## src/common/configure.sv

```systemverilog
package configure;

  // Bus widths
  localparam int data_width = 32;
  localparam int addr_width = 32;
  localparam int strb_width = data_width / 8;

  // Byte offset inside one bus word
  localparam int byte_offset_bits = $clog2(strb_width);

  // SRAM geometry and access timing
  localparam int sram_depth_log2 = 10;
  localparam int sram_words = 1 << sram_depth_log2;
  localparam int sram_wait_cycles = 2;

  // Wide enough to hold sram_wait_cycles, never zero bits
  localparam int sram_wait_width = $clog2(sram_wait_cycles + 2);
  localparam logic [sram_wait_width-1:0] sram_wait_last = sram_wait_width'(sram_wait_cycles);

  // AHB transfer types
  localparam logic [1:0] htrans_idle = 2'b00;
  localparam logic [1:0] htrans_nonseq = 2'b10;

  // Bridge FSM encoding
  localparam logic [1:0] state_idle = 2'd0;
  localparam logic [1:0] state_load = 2'd1;
  localparam logic [1:0] state_store = 2'd2;

  // Core memory port, zero strobe means load
  typedef struct packed {
    logic                  valid;
    logic [addr_width-1:0] addr;
    logic [data_width-1:0] wdata;
    logic [strb_width-1:0] wstrb;
  } cpu_req_t;

  typedef struct packed {
    logic [data_width-1:0] rdata;
    logic                  ready;
  } cpu_rsp_t;

  // Master to slave
  typedef struct packed {
    logic [addr_width-1:0] haddr;
    logic [data_width-1:0] hwdata;
    logic [strb_width-1:0] hwstrb;
    logic                  hwrite;
    logic [1:0]            htrans;
  } ahb_m2s_t;

  // Slave to master
  typedef struct packed {
    logic [data_width-1:0] hrdata;
    logic                  hready;
  } ahb_s2m_t;

endpackage

```

## src/hdl/ahb_master_bridge.sv

```systemverilog
`timescale 1ns/1ps

module ahb_master_bridge (
  input  logic                clock,
  input  logic                reset,
  input  configure::cpu_req_t cpu_req,
  output configure::cpu_rsp_t cpu_rsp,
  output configure::ahb_m2s_t bus_out,
  input  configure::ahb_s2m_t bus_in
);

  logic [1:0] state;
  logic [1:0] state_reg;

  logic [configure::addr_width-1:0] haddr;
  logic [configure::addr_width-1:0] haddr_reg;
  logic [configure::data_width-1:0] hwdata;
  logic [configure::data_width-1:0] hwdata_reg;
  logic [configure::strb_width-1:0] hwstrb;
  logic [configure::strb_width-1:0] hwstrb_reg;
  logic                             hwrite;
  logic                             hwrite_reg;
  logic [1:0]                       htrans;
  logic [1:0]                       htrans_reg;

  logic [configure::data_width-1:0] rdata;
  logic [configure::data_width-1:0] rdata_reg;
  logic                             ready;
  logic                             ready_reg;

  logic [configure::addr_width-1:0] aligned_addr;
  logic                             is_store;

  // Byte offset dropped, the slave works on whole words
  assign aligned_addr = {cpu_req.addr[configure::addr_width-1:configure::byte_offset_bits],
                         {configure::byte_offset_bits{1'b0}}};
  assign is_store = |cpu_req.wstrb;

  always_comb begin
    state = state_reg;
    haddr = '0;
    hwdata = '0;
    hwstrb = '0;
    hwrite = 1'b0;
    htrans = configure::htrans_idle;
    rdata = '0;
    ready = 1'b0;
    case (state_reg)
      configure::state_idle: begin
        if (cpu_req.valid) begin
          haddr = aligned_addr;
          htrans = configure::htrans_nonseq;
          if (is_store) begin
            state = configure::state_store;
            hwdata = cpu_req.wdata;
            hwstrb = cpu_req.wstrb;
            hwrite = 1'b1;
          end else begin
            state = configure::state_load;
          end
        end
      end
      configure::state_load: begin
        if (bus_in.hready) begin
          state = configure::state_idle;
          rdata = bus_in.hrdata;
          ready = 1'b1;
        end else begin
          haddr = haddr_reg;
          htrans = htrans_reg;
        end
      end
      configure::state_store: begin
        if (bus_in.hready) begin
          state = configure::state_idle;
          ready = 1'b1;
        end else begin
          // Hold the whole write while the slave stalls
          haddr = haddr_reg;
          hwdata = hwdata_reg;
          hwstrb = hwstrb_reg;
          hwrite = hwrite_reg;
          htrans = htrans_reg;
        end
      end
      default: begin
        state = configure::state_idle;
      end
    endcase
  end

  always_ff @(posedge clock) begin
    if (!reset) begin
      state_reg <= configure::state_idle;
      haddr_reg <= '0;
      hwdata_reg <= '0;
      hwstrb_reg <= '0;
      hwrite_reg <= 1'b0;
      htrans_reg <= configure::htrans_idle;
      rdata_reg <= '0;
      ready_reg <= 1'b0;
    end else begin
      state_reg <= state;
      haddr_reg <= haddr;
      hwdata_reg <= hwdata;
      hwstrb_reg <= hwstrb;
      hwrite_reg <= hwrite;
      htrans_reg <= htrans;
      rdata_reg <= rdata;
      ready_reg <= ready;
    end
  end

  // Bus side
  assign bus_out.haddr = haddr_reg;
  assign bus_out.hwdata = hwdata_reg;
  assign bus_out.hwstrb = hwstrb_reg;
  assign bus_out.hwrite = hwrite_reg;
  assign bus_out.htrans = htrans_reg;

  // Core side
  assign cpu_rsp.rdata = rdata_reg;
  assign cpu_rsp.ready = ready_reg;

endmodule

```

## config.mk

```make
export PLATFORM = sky130hd
export DESIGN_NAME = ahb_master_bridge
export DESIGN_NICKNAME = d
export VERILOG_FILES = /design/src/common/configure.sv /design/src/hdl/ahb_master_bridge.sv
export SDC_FILE = /design/constraint.sdc
export NUM_CORES = 1
export LEC_CHECK = 0
export BUFFER_PORTS_ARGS = -buffer_cell sky130_fd_sc_hd__buf_2
export CAP_MARGIN = 25
export CELL_PAD_IN_SITES_DETAIL_PLACEMENT = 1
export CELL_PAD_IN_SITES_GLOBAL_PLACEMENT = 2
export CORE_MARGIN = 2
export CORE_UTILIZATION = 24
export DETAILED_ROUTE_END_ITERATION = 7
export GPL_TIMING_DRIVEN = 1
export PLACE_DENSITY_LB_ADDON = 0.1
export SLEW_MARGIN = 20
export SYNTH_ARGS = -nofsm -noshare
export SYNTH_HDL_FRONTEND = slang
export SYNTH_SLANG_ARGS = --single-unit
```

## constraint.sdc

```tcl
create_clock -name clock -period 2.4 [get_ports clock]
set_clock_uncertainty 0.15 [all_clocks]
set_input_delay 0.48 -clock clock [delete_from_list [all_inputs] [get_ports clock]]
set_output_delay 0.48 -clock clock [all_outputs]
set_load 0.05 [all_outputs]
```

* After elaboration in Yosys (flattened, before gate mapping)
Index checks and enable logic that the tools add are counted.
Widths: inputs -> output; s select.
** Storage, ports and cells
- Memory bits (writable) :: 0
- Memories :: 0
- Bits in read-only memories :: 0
- Logic and storage cells :: 40
- Bits in latches :: 0
- Register bits :: 106
** Operators by class
- Div/mod/pow operators :: 0
- Equal/unequal tests :: 5
- Shift-type cells :: 0
- Reductions and logical operators :: 6
- Multiplexer cells :: 21
- Bitwise gates (word level) :: 0
- $lt $le $gt $ge :: 0
- Multipliers :: 0
- Add/subtract/negate cells :: 0
** Operators with widths (number)
- $mux 32 :: 4
- $pmux 32 s2 :: 2
- $mux 4 :: 3
- $mux 2 :: 4
- $pmux 2 s2 :: 2
- $pmux 4 s2 :: 1
- $mux 1 :: 4
- $ne 2x2->1 const B :: 2
- $reduce_and 2->1 :: 2
- $reduce_or 4->1 :: 1
- $reduce_and 3->1 :: 1
- $eq 2x1->1 const B :: 1
- $eq 2x2->1 const B :: 1
- $logic_not 2->1 :: 1
- $ne 2x1->1 const B :: 1
- $pmux 1 s2 :: 1
- $reduce_or 2->1 :: 1

* Depth between registers and ports, before layout
- Depth after elaboration :: 4
- Gate-level depth with buffers :: 7
- Gate-level depth less buffers :: 5

* Worst setup path after synthesis
No wires, ideal clock.
- Path type :: input to register
- Start :: input cpu_req[0] (netlist bit)
- End :: register hwdata_reg[0] (netlist bit)
- Required time :: 2133 ps
- Path buffers :: 2
- Stages on the path :: 5
- Arrival time :: 1644 ps
- Path slack :: 489 ps
- Setup time :: 117 ps
- Cells stage by stage :: or4_4 > and4_4 > buf_6 > buf_8 > a22o_1
** On the way
- Cells in the longest elaborated chain, start to end :: 4
** RTL lines
- from (decl) :: RTL line ahb_master_bridge.sv:6 : input configure::cpu_req_t cpu_req,
- $reduce_or 4->1 :: RTL line ahb_master_bridge.sv:37 : assign is_store = |cpu_req.wstrb;
- $mux 32 :: RTL line ahb_master_bridge.sv:53 : if (is_store) begin
- $mux 32 :: RTL line ahb_master_bridge.sv:50 : if (cpu_req.valid) begin
- $pmux 32 s2 :: RTL line ahb_master_bridge.sv:48 : case (state_reg)
- to (signal assigned) :: RTL line ahb_master_bridge.sv:105 : hwdata_reg <= hwdata;
- to (decl) :: RTL line ahb_master_bridge.sv:18 : logic [configure::data_width-1:0] hwdata_reg;
Every way passes these cells.
A chain may end at the register's enable or synchronous reset.

* Final worst setup path
- Start :: register state_reg[0]
- End :: register hwdata_reg[5] (netlist bit)
** On the way
- Cells in the longest elaborated chain, start to end :: 2
- Elaborated cells between the ends (all ways) :: 4
- Classes of those cells :: eq/ne (2); mux (1); reduce/logical (1)
** RTL lines
- from (decl) :: RTL line ahb_master_bridge.sv:13 : logic [1:0] state_reg;
- from (signal assigned) :: RTL line ahb_master_bridge.sv:94 : state_reg <= configure::state_idle;
- from (signal assigned) :: RTL line ahb_master_bridge.sv:103 : state_reg <= state;
- $eq 2x2->1 / $logic_not 2->1 (equally long branches) :: RTL line ahb_master_bridge.sv:48
- $pmux 32 s2 / $ne 2x2->1 (equally long branches)
Several ways; a longest one is shown, not always the timed one.

==> flow_summary.toml <==
[timing]
finalSetupViolCount = 0
min_period_ns = 1.830
finalHoldViolCount = 0
slew_violations = 0
holdWs_ns = 0.1739
rsz0062_at_grt = "false"
fin_crit_sh_pct = 76.26
fin_tns_setup_ns = 0
fmax_ghz = 0.5463

[yosys]
yosysSeqAreaShare_pct = 59.28
synthesis.area_sq_um = 3478
synthArstFlopShare_pct = 0
synth_edf_count = 0
synth_area_leaders = "dfxtp_1, a21boi_0, a22o_1"
synth-seq-cells = 103
syn_inst = 330
synth_top_area_share_pct = 59.28
synth_ff_type = "dfxtp_1"
synth_area_leader_cell = "dfxtp_1"
syn_area_per_cell_sq_um = 10.54
yosys.cell_types.count = 23
synth_warnings = 0

[clock_tree]
cts_resized = 0
clk_pin_slew_ns = 0.07
insertion_delay_ns = 0.34
htree_num_levels = 3
post_cts_buffers = 0
clock_sinks = 103
clockRootBuffer = "clkbuf_16"
cts_buffers = 9
cts_buffer_depth = 2
cts_tree = "done"
cts_hold_buf = 0

[floorplanning]
fp.coreArea_sq_um = 14040
pin_count = 208
dieArea_sq_um = 15470
die_y_um = 124.4
die-width_um = 124.4
start_util_pct = 24.77
num_rows = 43

[min_path]
holdPathStages = 2
hold_path_class = "in -> reg"

[finish]
nFillCells = 1660
nNetsFinal = 627
final_util_pct = 34.75
syn_to_final_growth_pct = 40.29
multi_input_area_sq_um = 1235
regArea_sq_um = 2062
drive_gt1_share_pct = 43.81
n_antenna_cell = 0
final_area_sq_um = 4880

[global_route]
first_global_vias = 3130
grt_max_degree = 34
grt_first_pass_wirelength_um = 16810
use_met2_pct = 23.47
track_usage_pct = 13.74
grt_util_met3_pct = 6.486
top_usage_layer = "met2"
use_met1_pct = 15.48
overflow = 0
antenna_found_initial = 0

[placed_design]
placed_area_sq_um = 4593
gp_congestion = 0.7066
io_buffers = 202
hpwl_um = 7429

[routing]
viasPerCell = 4.260
wl_per_cell_um = 14.75
drt-total-wl_um = 10400
drt_iter0_markers = 115
antenna_left = 0
first_pass_iters = 4
vias = 3003
drc = 0

[critical_path]
path_buf_inv = 2
worstPathCellList = "inv_1 -> ha_1 -> nor2b_1 -> and2_1 -> buf_4 -> a22o_2"
cp.required_ns = 2.55
worst_setup_path_end_kind = "register"
worstRegToRegCells = 6
cp-start-kind = "register"
worstSetupPathType = "reg -> reg"
path_max_fanout = 32
crit_family = "simple AND/OR/NAND/NOR gates"
worst_ep_arrival_time_ns = 1.98
cp_num_cells = 6
slowest_stage = "nor2b_1"
critPathMaxStageDelay_ns = 0.34

[power]
vdd_drop_max_v = 0.0003652
leakagePower_nw = 2.374
power_density_nw_per_um2 = 771.8

[run]
maxCapViolations = 0

[status]
status = "finished clean"
layout make-up:
| type | count | area share (%) |
|---|---|---|
| flip-flops and latches | 103 | 42.26 |
| multi-input cells | 195 | 25.31 |
| clock inverters | 7 | 1.256 |
| inverters | 2 | 0.1538 |
| clock buffers | 9 | 4.615 |
| well taps | 180 | 4.615 |
| repair buffers | 209 | 21.79 |
through the flow:
stage,cells,worst slack [ns],power (mW)
4_1_cts,705,0.5245,3.860
5_1_grt,705,0.3973,3.973
3_3_place_gp,689,0.3725,2.381
6_report,705,0.5697,3.766
2_1_floorplan,332,0.4891,2.214
3_5_place_dp,689,0.3582,2.387
power breakdown:
group	leakage (nW)	internal (mW)	switching, mW
Combinational	1.39	0.166	0.372
Sequential	0.838	1.77	0.0291
Clock	0.141	0.728	0.701
path summary, 6_finish.rpt:
check	start	slack, ns	end
min reg2reg	haddr_reg[6]	0.31	haddr_reg[6]
max reg2reg	state_reg[0]	0.57	hwdata_reg[5]
min	bus_in[11]	0.17	rdata_reg[10]
max	state_reg[0]	0.57	hwdata_reg[5]
per-layer routing:
metal | share of wire [%] | up-vias | wire length, um
met2 | 49 | 111 | 5105
met4 | 1.0 | 0 | 105
met3 | 7.8 | 6 | 814
met1 | 42 | 1400 | 4376
li1 | - | 1486 | -
met5 | 0 | - | 0
synth_stat cells, types with 2 or more instances:
cell      count
a21boi_0     38
a22o_1       30
a22o_2        2
and2_1       34
and3_1        2
buf_1         3
buf_2         3
buf_4         5
buf_8         3
clkbuf_1     17
dfxtp_1     103
ha_1          3
inv_1         2
nand2_1      37
nand2b_1      2
nand3_1      36
nor2b_1       3
o21ai_0       2
worst register-to-register path: cells and delay by family, from the launching register on:
family | cells | cell delay, ns
simple gates | 2 | 0.52
compound gates | 1 | 0.22
fa+ha+maj | 1 | 0.16
buf+inv | 2 | 0.41
flops | 1 | 0.32
logic make-up after synthesis:
| logic type | synth area share [%] |
|---|---|
| and+or+nand+nor | 17.41 |
| DFF | 59.28 |
| AOI/OAI and AO/OA | 16.62 |
| buffers and inverters | 5.503 |
| adders and majority gates | 1.079 |
| other | 0.1078 |
cell usage in the layout (no fill, tap or decap), types with 7 or more instances in the layout:
| cell | count |
|---|---|
| a21boi_0 | 38 |
| clkbuf_16 | 9 |
| buf_2 | 202 |
| nand3_1 | 36 |
| buf_4 | 7 |
| dfxtp_1 | 103 |
| and2_1 | 34 |
| nand2_1 | 37 |
| a22o_1 | 30 |
Power figures use the tool's default switching activity.
